--- src/source/core_pkg.sv ---
`default_nettype none

package core_pkg;

    localparam int xlen       = 32;
    localparam int reg_count  = 32;
    localparam int reg_addr_w = 5;

    typedef logic [xlen-1:0]       word_t;
    typedef logic [reg_addr_w-1:0] reg_addr_t;

    localparam word_t     reset_pc  = 32'h0000_0000;
    localparam word_t     exit_addr = 32'h0000_0400; // fetch here raises exit
    localparam reg_addr_t gp_reg    = 5'd3;

    // major opcodes, rv32i encoding
    typedef enum logic [6:0] {
        opc_op     = 7'b0110011,
        opc_op_imm = 7'b0010011,
        opc_load   = 7'b0000011,
        opc_store  = 7'b0100011,
        opc_branch = 7'b1100011,
        opc_jal    = 7'b1101111,
        opc_jalr   = 7'b1100111,
        opc_lui    = 7'b0110111,
        opc_auipc  = 7'b0010111
    } opcode_e;

    typedef enum logic [3:0] {
        alu_add,
        alu_sub,
        alu_and,
        alu_or,
        alu_xor,
        alu_sll,
        alu_srl,
        alu_sra,
        alu_slt,
        alu_sltu,
        alu_copy2 // op2 straight through
    } alu_op_e;

    typedef enum logic [2:0] {
        br_none,
        br_beq,
        br_bne,
        br_blt,
        br_bge,
        br_bltu,
        br_bgeu
    } br_op_e;

    typedef enum logic [1:0] {op1_rs1, op1_pc, op1_zero} op1_sel_e;
    typedef enum logic [1:0] {op2_rs2, op2_imm} op2_sel_e;
    typedef enum logic [1:0] {wb_alu, wb_mem, wb_pc4} wb_sel_e;

    typedef enum logic [1:0] {
        st_fetch,
        st_exec,
        st_load  // waiting on data memory
    } core_state_e;

endpackage

`default_nettype wire

--- src/source/core_ctrl_if.sv ---
`timescale 1ns/1ns
`default_nettype none

interface core_ctrl_if;
    import core_pkg::*;

    alu_op_e   alu_op;
    br_op_e    br_op;
    op1_sel_e  op1_sel;
    op2_sel_e  op2_sel;
    wb_sel_e   wb_sel;
    logic      rf_wen;
    logic      mem_wen;
    logic      jump;     // jal or jalr
    logic      is_load;
    word_t     imm;      // immediate picked by the decoder
    word_t     br_imm;
    reg_addr_t rs1_addr;
    reg_addr_t rs2_addr;
    reg_addr_t rd_addr;

    modport dec (output alu_op, br_op, op1_sel, op2_sel, wb_sel, rf_wen, mem_wen,
                 jump, is_load, imm, br_imm, rs1_addr, rs2_addr, rd_addr);
    modport alu (input alu_op, br_op);
    modport ctl (input op1_sel, op2_sel, wb_sel, rf_wen, mem_wen, jump, is_load,
                 imm, br_imm, rs1_addr, rs2_addr, rd_addr);

endinterface

`default_nettype wire

--- src/source/core_decoder.sv ---
`timescale 1ns/1ns
`default_nettype none

module core_decoder (
    input  core_pkg::word_t instr_i,
    core_ctrl_if.dec        ctrl
);
    import core_pkg::*;

    opcode_e    opcode;
    logic [2:0] funct3;
    logic [6:0] funct7;
    word_t      imm_i;
    word_t      imm_s;
    word_t      imm_b;
    word_t      imm_j;
    word_t      imm_u;
    alu_op_e    funct_alu;
    logic       op_ok;
    logic       imm_ok;

    assign opcode = opcode_e'(instr_i[6:0]);
    assign funct3 = instr_i[14:12];
    assign funct7 = instr_i[31:25];

    assign ctrl.rd_addr  = instr_i[11:7];
    assign ctrl.rs1_addr = instr_i[19:15];
    assign ctrl.rs2_addr = instr_i[24:20];

    assign imm_i = {{20{instr_i[31]}}, instr_i[31:20]};
    assign imm_s = {{20{instr_i[31]}}, instr_i[31:25], instr_i[11:7]};
    assign imm_b = {{19{instr_i[31]}}, instr_i[31], instr_i[7], instr_i[30:25],
                    instr_i[11:8], 1'b0};
    assign imm_j = {{11{instr_i[31]}}, instr_i[31], instr_i[19:12], instr_i[20],
                    instr_i[30:21], 1'b0};
    assign imm_u = {instr_i[31:12], 12'b0};

    assign ctrl.br_imm = imm_b;

    // legal funct7 patterns, sub and sra take the alternate bit
    assign op_ok  = (funct7 == 7'b0000000) ||
                    (funct7 == 7'b0100000 && (funct3 == 3'b000 || funct3 == 3'b101));
    assign imm_ok = (funct3 == 3'b001) ? (funct7 == 7'b0000000) :
                    (funct3 == 3'b101) ? (funct7 == 7'b0000000 || funct7 == 7'b0100000) :
                    1'b1;

    always_comb begin
        case (funct3)
            3'b000:  funct_alu = alu_add;
            3'b001:  funct_alu = alu_sll;
            3'b010:  funct_alu = alu_slt;
            3'b011:  funct_alu = alu_sltu;
            3'b100:  funct_alu = alu_xor;
            3'b101:  funct_alu = funct7[5] ? alu_sra : alu_srl;
            3'b110:  funct_alu = alu_or;
            default: funct_alu = alu_and;
        endcase
    end

    always_comb begin
        ctrl.alu_op  = alu_add;
        ctrl.br_op   = br_none;
        ctrl.op1_sel = op1_rs1;
        ctrl.op2_sel = op2_imm;
        ctrl.wb_sel  = wb_alu;
        ctrl.rf_wen  = 1'b0;
        ctrl.mem_wen = 1'b0;
        ctrl.jump    = 1'b0;
        ctrl.is_load = 1'b0;
        ctrl.imm     = imm_i;
        case (opcode)
            opc_op: if (op_ok) begin
                ctrl.alu_op  = (funct3 == 3'b000 && funct7[5]) ? alu_sub : funct_alu;
                ctrl.op2_sel = op2_rs2;
                ctrl.rf_wen  = 1'b1;
            end
            opc_op_imm: if (imm_ok) begin
                ctrl.alu_op = funct_alu;
                ctrl.rf_wen = 1'b1;
            end
            opc_load: if (funct3 == 3'b010) begin // lw only
                ctrl.wb_sel  = wb_mem;
                ctrl.rf_wen  = 1'b1;
                ctrl.is_load = 1'b1;
            end
            opc_store: if (funct3 == 3'b010) begin
                ctrl.imm     = imm_s;
                ctrl.mem_wen = 1'b1;
            end
            opc_branch: begin
                ctrl.op2_sel = op2_rs2;
                case (funct3)
                    3'b000:  ctrl.br_op = br_beq;
                    3'b001:  ctrl.br_op = br_bne;
                    3'b100:  ctrl.br_op = br_blt;
                    3'b101:  ctrl.br_op = br_bge;
                    3'b110:  ctrl.br_op = br_bltu;
                    3'b111:  ctrl.br_op = br_bgeu;
                    default: ctrl.br_op = br_none;
                endcase
            end
            opc_jal: begin
                ctrl.op1_sel = op1_pc;
                ctrl.imm     = imm_j;
                ctrl.wb_sel  = wb_pc4;
                ctrl.rf_wen  = 1'b1;
                ctrl.jump    = 1'b1;
            end
            opc_jalr: if (funct3 == 3'b000) begin
                ctrl.wb_sel = wb_pc4;
                ctrl.rf_wen = 1'b1;
                ctrl.jump   = 1'b1;
            end
            opc_lui: begin
                ctrl.op1_sel = op1_zero;
                ctrl.alu_op  = alu_copy2;
                ctrl.imm     = imm_u;
                ctrl.rf_wen  = 1'b1;
            end
            opc_auipc: begin
                ctrl.op1_sel = op1_pc;
                ctrl.imm     = imm_u;
                ctrl.rf_wen  = 1'b1;
            end
            default: ; // unknown, retires as nop
        endcase
    end

endmodule

`default_nettype wire

--- src/source/core_regfile.sv ---
`timescale 1ns/1ns
`default_nettype none

module core_regfile (
    input  logic                clk,
    input  logic                rst_n,
    input  core_pkg::reg_addr_t rs1_addr_i,
    input  core_pkg::reg_addr_t rs2_addr_i,
    input  core_pkg::reg_addr_t rd_addr_i,
    input  logic                rd_wen_i,
    input  core_pkg::word_t     rd_data_i,
    output core_pkg::word_t     rs1_data_o,
    output core_pkg::word_t     rs2_data_o,
    output core_pkg::word_t     gp_o
);
    import core_pkg::*;

    word_t regs [reg_count];

    always_ff @(posedge clk) begin
        if (!rst_n) begin
            for (int i = 0; i < reg_count; i++) begin
                regs[i] <= '0;
            end
        end else if (rd_wen_i && rd_addr_i != '0) begin // x0 stays zero
            regs[rd_addr_i] <= rd_data_i;
        end
    end

    assign rs1_data_o = (rs1_addr_i == '0) ? '0 : regs[rs1_addr_i];
    assign rs2_data_o = (rs2_addr_i == '0) ? '0 : regs[rs2_addr_i];
    assign gp_o       = regs[gp_reg];

endmodule

`default_nettype wire

--- src/source/core_alu.sv ---
`timescale 1ns/1ns
`default_nettype none

module core_alu (
    core_ctrl_if.alu        ctrl,
    input  core_pkg::word_t op1_i,
    input  core_pkg::word_t op2_i,
    output core_pkg::word_t result_o,
    output logic            br_taken_o
);
    import core_pkg::*;

    logic [4:0] shamt;
    logic       lt_s;
    logic       lt_u;
    logic       eq;

    assign shamt = op2_i[4:0];
    assign lt_s  = $signed(op1_i) < $signed(op2_i);
    assign lt_u  = op1_i < op2_i;
    assign eq    = op1_i == op2_i;

    always_comb begin
        case (ctrl.alu_op)
            alu_add:   result_o = op1_i + op2_i;
            alu_sub:   result_o = op1_i - op2_i;
            alu_and:   result_o = op1_i & op2_i;
            alu_or:    result_o = op1_i | op2_i;
            alu_xor:   result_o = op1_i ^ op2_i;
            alu_sll:   result_o = op1_i << shamt;
            alu_srl:   result_o = op1_i >> shamt;
            alu_sra:   result_o = word_t'($signed(op1_i) >>> shamt);
            alu_slt:   result_o = {{(xlen-1){1'b0}}, lt_s};
            alu_sltu:  result_o = {{(xlen-1){1'b0}}, lt_u};
            alu_copy2: result_o = op2_i; // lui
            default:   result_o = '0;
        endcase
    end

    // branch compare on rs1 vs rs2
    always_comb begin
        case (ctrl.br_op)
            br_beq:  br_taken_o = eq;
            br_bne:  br_taken_o = !eq;
            br_blt:  br_taken_o = lt_s;
            br_bge:  br_taken_o = !lt_s;
            br_bltu: br_taken_o = lt_u;
            br_bgeu: br_taken_o = !lt_u;
            default: br_taken_o = 1'b0;
        endcase
    end

endmodule

`default_nettype wire

--- src/source/core.sv ---
`timescale 1ns/1ns
`default_nettype none

module core (
    input  logic            clk,
    input  logic            rst_n,
    output core_pkg::word_t imem_addr_o,
    input  core_pkg::word_t imem_rdata_i,
    output core_pkg::word_t dmem_addr_o,
    output core_pkg::word_t dmem_wdata_o,
    output logic            dmem_wen_o,
    input  core_pkg::word_t dmem_rdata_i,
    output logic            exit_o,
    output core_pkg::word_t gp_o
);
    import core_pkg::*;

    core_state_e state_q;
    word_t       pc_q;
    word_t       pc_plus4;
    word_t       pc_next;
    word_t       rs1_data;
    word_t       rs2_data;
    word_t       op1;
    word_t       op2;
    word_t       alu_result;
    word_t       wb_data;
    logic        br_taken;
    logic        retire;

    core_ctrl_if ctrl ();

    core_decoder u_decoder (
        .instr_i (imem_rdata_i),
        .ctrl    (ctrl)
    );

    core_regfile u_regfile (
        .clk        (clk),
        .rst_n      (rst_n),
        .rs1_addr_i (ctrl.rs1_addr),
        .rs2_addr_i (ctrl.rs2_addr),
        .rd_addr_i  (ctrl.rd_addr),
        .rd_wen_i   (ctrl.rf_wen && retire),
        .rd_data_i  (wb_data),
        .rs1_data_o (rs1_data),
        .rs2_data_o (rs2_data),
        .gp_o       (gp_o)
    );

    core_alu u_alu (
        .ctrl       (ctrl),
        .op1_i      (op1),
        .op2_i      (op2),
        .result_o   (alu_result),
        .br_taken_o (br_taken)
    );

    // loads finish one state later than everything else
    assign retire = (state_q == st_exec && !ctrl.is_load) || state_q == st_load;

    always_comb begin
        case (ctrl.op1_sel)
            op1_pc:   op1 = pc_q;
            op1_zero: op1 = '0;
            default:  op1 = rs1_data;
        endcase
        op2 = (ctrl.op2_sel == op2_imm) ? ctrl.imm : rs2_data;
    end

    assign pc_plus4 = pc_q + 32'd4;

    always_comb begin
        if (br_taken)
            pc_next = pc_q + ctrl.br_imm;
        else if (ctrl.jump)
            pc_next = {alu_result[xlen-1:1], 1'b0}; // bit 0 only matters for jalr
        else
            pc_next = pc_plus4;
    end

    always_comb begin
        case (ctrl.wb_sel)
            wb_mem:  wb_data = dmem_rdata_i;
            wb_pc4:  wb_data = pc_plus4;
            default: wb_data = alu_result;
        endcase
    end

    always_ff @(posedge clk) begin
        if (!rst_n) begin
            state_q <= st_fetch;
            pc_q    <= reset_pc;
        end else begin
            case (state_q)
                st_fetch: if (!exit_o) state_q <= st_exec; // parked once exit is hit
                st_exec:  state_q <= ctrl.is_load ? st_load : st_fetch;
                default:  state_q <= st_fetch;
            endcase
            if (retire) begin
                pc_q <= pc_next;
            end
        end
    end

    assign imem_addr_o  = pc_q;
    assign dmem_addr_o  = alu_result;
    assign dmem_wdata_o = rs2_data;
    assign dmem_wen_o   = ctrl.mem_wen && state_q == st_exec;
    assign exit_o       = pc_q == exit_addr;

endmodule

`default_nettype wire

--- config.mk ---
export PLATFORM = sky130hd
export DESIGN_NAME = core
export DESIGN_NICKNAME = d
export VERILOG_FILES = /design/src/source/core_pkg.sv /design/src/source/core_ctrl_if.sv /design/src/source/core_decoder.sv /design/src/source/core_regfile.sv /design/src/source/core_alu.sv /design/src/source/core.sv
export SDC_FILE = /design/constraint.sdc
export NUM_CORES = 2
export LEC_CHECK = 0
export BUFFER_PORTS_ARGS = -buffer_cell sky130_fd_sc_hd__buf_2
export CAP_MARGIN = 20
export CORE_MARGIN = 5
export CORE_UTILIZATION = 60
export DETAILED_ROUTE_END_ITERATION = 7
export PLACE_DENSITY_LB_ADDON = 0.15
export SLEW_MARGIN = 20
export SYNTH_ARGS = -nofsm -noshare
export SYNTH_HDL_FRONTEND = slang
export SYNTH_SLANG_ARGS = --single-unit
export TNS_END_PERCENT = 30
--- constraint.sdc ---
create_clock -name clk -period 12.9 [get_ports clk]
set_input_delay 1.29 -clock clk [delete_from_list [all_inputs] [get_ports clk]]
set_output_delay 1.29 -clock clk [all_outputs]
set_load 0.02 [all_outputs]
# [Word-level counts from Yosys, hierarchy flattened]
# Memory sizes are Yosys's and may differ from the RTL's.
# Cells that the tools add are included.
[word_totals] out_inout_bits=130 rom_bits=0 inputBits=66 mem_count=1 elab_cells=128 regBits=34 ram_bits=1024 latchBits=0
[op_classes] add_sub_neg=4 reduce_logical=25 mul=0 div_mod_pow=0 shifts=3 n_bitwise=3 n_mux=45 n_eq_ne=43 n_lt_le_gt_ge=2
[mem_list] name="u_regfile.regs" depth=32 word_bits=32 rd=3 rd_ports_with_merged_regs=0 write_ports=32 line="core_regfile.sv:18" source="word_t regs [reg_count];"
[ops] op="32-bit one-hot mux with 11 select lines" count=1
[ops] op="32-bit two-way mux" count=6
[ops] op="32-bit one-hot mux with 2 select lines" count=2
[ops] op="31-bit one-hot mux with 3 select lines" count=1
[ops] op="32-bit adder" count=2
[ops] op="32-bit less-than comparator" count=2
[ops] op="32-bit by 3-bit adder with 32-bit output, second input constant" count=1
[ops] op="32-bit bitwise AND" count=1
[ops] op="32-bit by 11-bit == test with 1-bit output, second input constant" count=1
[ops] op="32-bit == test" count=1
[ops] op="32-bit bitwise OR" count=1
[ops] op="32-bit OR reduction" count=1
[ops] op="32-bit by 5-bit left shift with 32-bit output" count=1
[ops] op="32-bit by 5-bit right shift with 32-bit output" count=1
[ops] op="32-bit by 5-bit >>> shifter with 32-bit output" count=1
[ops] op="32-bit subtractor" count=1
[ops] op="32-bit bitwise XOR" count=1
[ops] op="7-bit by 6-bit == test with 1-bit output, second input constant" count=4
[ops] op="4-bit one-hot mux with 7 select lines" count=1
[ops] op="3-bit == test, second input constant" count=7
[ops] op="7-bit == test, second input constant" count=3
[ops] op="3-bit one-hot mux with 6 select lines" count=1
[ops] op="4-bit by 3-bit == test with 1-bit output, second input constant" count=4
[ops] op="1-bit two-way mux" count=16
[ops] op="31 further kinds" count=64

# [Longest topological paths before layout]
[logic_depth] depth_word=13 ltp_mapped=32

# [Hierarchy]
# From an unflattened synthesis, not the netlist that was laid out.
[unflattened] hier_cells=5823 hier_area_um2=69870.8
[by_module_without_submodules] mod="core_regfile" instances=1 area_per_inst_um2=54138.2 seq_area_each_um2=30749.5 cells_per_inst=3491
[by_module_without_submodules] mod="core_alu" instances=1 area_per_inst_um2=8899.8 seq_area_each_um2=0.0 cells_per_inst=1336
[by_module_without_submodules] mod="core" instances=1 area_per_inst_um2=5745.5 seq_area_each_um2=680.7 cells_per_inst=834
[by_module_without_submodules] mod="core_decoder" instances=1 area_per_inst_um2=1087.3 seq_area_each_um2=0.0 cells_per_inst=162

# [Worst setup path after synthesis]
# No wires, ideal clock.
[synth_timing] path_kind="input-to-output" from="input imem_rdata_i[20]" to="output dmem_addr_o[29]" path_buffers=12 stages=29 arrival_time_ps=7438 slack_ps=4172 cell_sequence="buf_6 -> buf_4 -> buf_6 -> buf_6 -> buf_4 -> buf_4 -> buf_2 -> buf_4 -> buf_4 -> buf_4 -> buf_2 -> mux2i_1 -> o221ai_1 -> a221oi_1 -> nor3_1 -> a21o_1 -> ha_1 -> clkbuf_1 -> nor2b_1 -> o21ai_0 -> nand2_1 -> a221oi_1 -> a2111oi_0 -> or3b_2 -> a21o_1 -> a311oi_1 -> xnor2_1 -> nor2_1 -> or3_1"
[synth_via] elab_chain_len=5
[synth_rtl] item="start, declared" line="core.sv:8" source="input core_pkg::word_t imem_rdata_i,"
[synth_rtl] item="memory read 32 x 32 bit / 5-bit zero test (equally long branches)"
[synth_rtl] item="32-bit two-way mux *" line="core_regfile.sv:31" source="assign rs2_data_o = (rs2_addr_i == '0) ? '0 : regs[rs2_addr_i];"
[synth_rtl] item="net dmem_wdata_o[6]" line="core.sv:10" source="output core_pkg::word_t dmem_wdata_o,"
[synth_rtl] item="32-bit two-way mux *" line="core.sv:68" source="op2 = (ctrl.op2_sel == op2_imm) ? ctrl.imm : rs2_data;"
[synth_rtl] item="32-bit subtractor / 32-bit adder (equally long branches)" line="core_alu.sv:26, core_alu.sv:25"
[synth_rtl] item="32-bit one-hot mux with 11 select lines *" line="core_alu.sv:24" source="case (ctrl.alu_op)"
[synth_rtl] item="end, declared" line="core.sv:9" source="output core_pkg::word_t dmem_addr_o,"
# The timed path passes the listed nets; every way through them passes the cells marked *.

# [Final worst setup path]
[layout_timing] from="input imem_rdata_i[6]" to="output dmem_addr_o[21]"
[layout_via] elab_chain_len=7
[layout_rtl] item="7-bit == test / 7-bit by 5-bit == test with 1-bit output (equally long branches)" line="core_decoder.sv:71" source="case (opcode)"
[layout_rtl] item="2-bit OR reduction (no line)"
[layout_rtl] item="2-bit one-hot mux with 2 select lines" line="core_decoder.sv:71"
[layout_rtl] item="2-bit == test / 2-bit by 1-bit == test with 1-bit output (equally long branches)" line="core.sv:63" source="case (ctrl.op1_sel)"
[layout_rtl] item="32-bit one-hot mux with 2 select lines" line="core.sv:63"
[layout_rtl] item="32-bit subtractor (tied with other cells)" line="core_alu.sv:26" source="alu_sub: result_o = op1_i - op2_i;"
[layout_rtl] item="32-bit one-hot mux with 11 select lines *" line="core_alu.sv:24"
# Mark *: on every way between the ends. The rest lies on a longest branch, timed or not.

==> metrics.csv <==
metric;value;unit
initial antenna violation count;25;
Synth top area share;45.67;%
setup slack after layout;1936;ps
#FFs+latches synth;1057;
Worst slew margin;12.97;%
fin crit share;84.99;%
clk sinks;1057;
final instance area;73630;um^2
die area;119000;um^2
Non-Filler Instances;7604;
pin count of the biggest net entering global routing;131;
layout cell share with drive strength beyond 1;20.60;%
total wire length;308800;um
R2R Setup Slk;4980;ps
Root Buffer;clkbuf_16;
clk_lat worst skew;730;ps
H-tree Lvls;3;
run status;finished, violations left;
RSZ-0062 raised after global routing;no;
Slew Viols, Final;0;
Max Cap Viol;0;
Routed Antenna Nets;0;
fin crit period;10960;ps
Setup Skew;63.54;ps
Hold-fix buffers, CTS;0;
largest area contributor in the netlist;edfxtp_1;
final hold vios;0;
Power Total;9.844;mW
Via Count;60020;
crit-path max FO;22;
Max Freq;91.21;MHz
Critical Path RT;11610;ps
area growth from synthesis to layout;9.357;%
Worst-Margin Slew;1302;ps
final core utilization;66.26;%
Crit. End Element;output port;
clock buffer depth;3;
sequential-to-total area share from yosys stat;46.65;%
Iteration-0 DRC Markers;11940;
CTS tree;done;
PostCTS Resize Cnt;0;
hold path start;state_q[1];
Post-DP Area;69860;um^2
Synth Instances;6006;
first-pass GRT wire length;429500;um
GPL Wtd Cong;1.091;
Post-synth EDFFs;1024;
failing checks;design-rule violations;
vias per std cell;7.894;
Total GRT Usage;51.11;%
Critical Path Start;imem_rdata_i[6];
Reg2Reg Launch Point;u_regfile.regs[3][3];
worst setup path class;in2out;
vias in the first global route;57300;
dpl cells;7386;
nets;6222;
starting utilization of the core area;60.59;%
Setup TNS Final;0;ps
Yosys cell types;97;
R2R Path End;u_regfile.regs[12][26];
TritonCTS Buffers;107;
commonest non-fill, non-tap cell in the layout;nor2_1;
Core Area;111100;um^2
worst hold slack;458.6;ps
Warnings, synthesis;0;
worst reg2reg path depth;20;
arrival time worst endpoint;9670;ps
Residual DRC;1;
I/O pins;196;
worst hold path class;reg2reg;
most frequent cells in the layout;nor2_1, edfxtp_1, mux4_2, a21oi_1, nand2_1;
global route overflow;0;
Mapped Area;67330;um^2
chip height;345.0;um
top area cells in the synthesized netlist;edfxtp_1, mux4_2, nor2_1, mux2i_1, ha_1;
clock transition at the registers of the reported paths;60;ps
Synth async-reset ratio;0;%
Worst setup SP type;primary input;
pre-CTS WS;2274;ps
dpl hpwl;204300;um
power density over the cells;133.7;nW/um^2
DR WL/cell;40.61;um
fillers;8105;
Static Leakage;27.30;nW
Setup crit end;dmem_addr_o[21];
TritonRoute pass-1 iters;8;
Avg Synthesized Cell Area;11.21;um^2
Port Buffers;194;
Final setup viols;0;
die width;345.0;um
VDD IR-drop max;149.9;uV
Post-CTS Setup Inserts;0;
cell row count;122;
Synth Flop Type;edfxtp_1;
## synthesized netlist by cell type, types with 59 or more instances
library cell  count
inv_1           134
buf_2           159
a211oi_1         78
nor2_1         1202
ha_1            140
o211ai_1        100
a21oi_1         302
mux2_2           59
o21ai_0         220
nand2_1         308
nor3_1           76
nand3_1         173
mux4_2          455
mux2i_1         194
clkbuf_1        304
edfxtp_1       1024
o22ai_1          76
## how the worst min path moves through the flow
stage	end	slack [ps]	cells after the start
after CTS	state_q[0]	470	1
after detailed placement	state_q[0]	460	1
after global placement	state_q[0]	430	1
final	state_q[0]	460	1
after floorplan	state_q[0]	420	1
after global routing	state_q[0]	500	1
## cell families after synthesis
family | count (synthesis) | share of synthesized area, %
AOI/OAI and AO/OA | 1317 | 13.12
xor gates and xnor gates | 67 | 0.8716
adders and majority gates | 143 | 2.691
buffers and inverters | 707 | 4.795
muxes | 708 | 19.09
and+or+nand+nor | 2006 | 12.78
DFF | 1057 | 46.65
other | 1 | 0.005570
## registers in the layout (all words and copies together), names as in the netlist
register / flops
state_q: 2
imem_addr_o: 31
u_regfile.regs: 1024
## area by class of cell
class,count,area (um^2),area share [%]
Multi-Input combinational cell,4274,33260,45.18
Sequential cell,1057,31410,42.66
Timing Repair Buffer,432,2944,3.999
Clock buffer,123,2738,3.718
Tap cell,1488,1862,2.529
Clock inverter,74,844.6,1.147
Inverter,141,529.3,0.7188
Antenna cell,15,37.54,0.05098
## layer usage
| metal | wire, um | track usage [%] |
|---|---|---|
| met1 | 93040 | 60.33 |
| met2 | 131100 | 75.15 |
| met3 | 51740 | 20.79 |
| met4 | 32810 | 38.72 |
| met5 | 142 | 0 |
## critical path: stages
cell,delay (ps)
buf_2,140
or3b_2,570
nor2_1,130
buf_4,240
inv_1,120
ha_1,680
o31a_1,1010
o21ai_0,240
a22oi_1,980
ha_1,550
or3_1,440
a2111oi_0,600
nor2_1,170
xnor2_1,160
a2111oi_1,930
o211ai_1,440
a211oi_1,650
inv_1,120
buf_2,190
## power by group
| part | leakage, nW | internal, mW | switching [mW] |
|---|---|---|---|
| sequential | 10.8 | 3.88 | 0.0968 |
| clock | 1.74 | 1.85 | 1.40 |
| combinational | 14.7 | 0.730 | 1.89 |
Note: power is estimated with default switching activity, not from simulation.
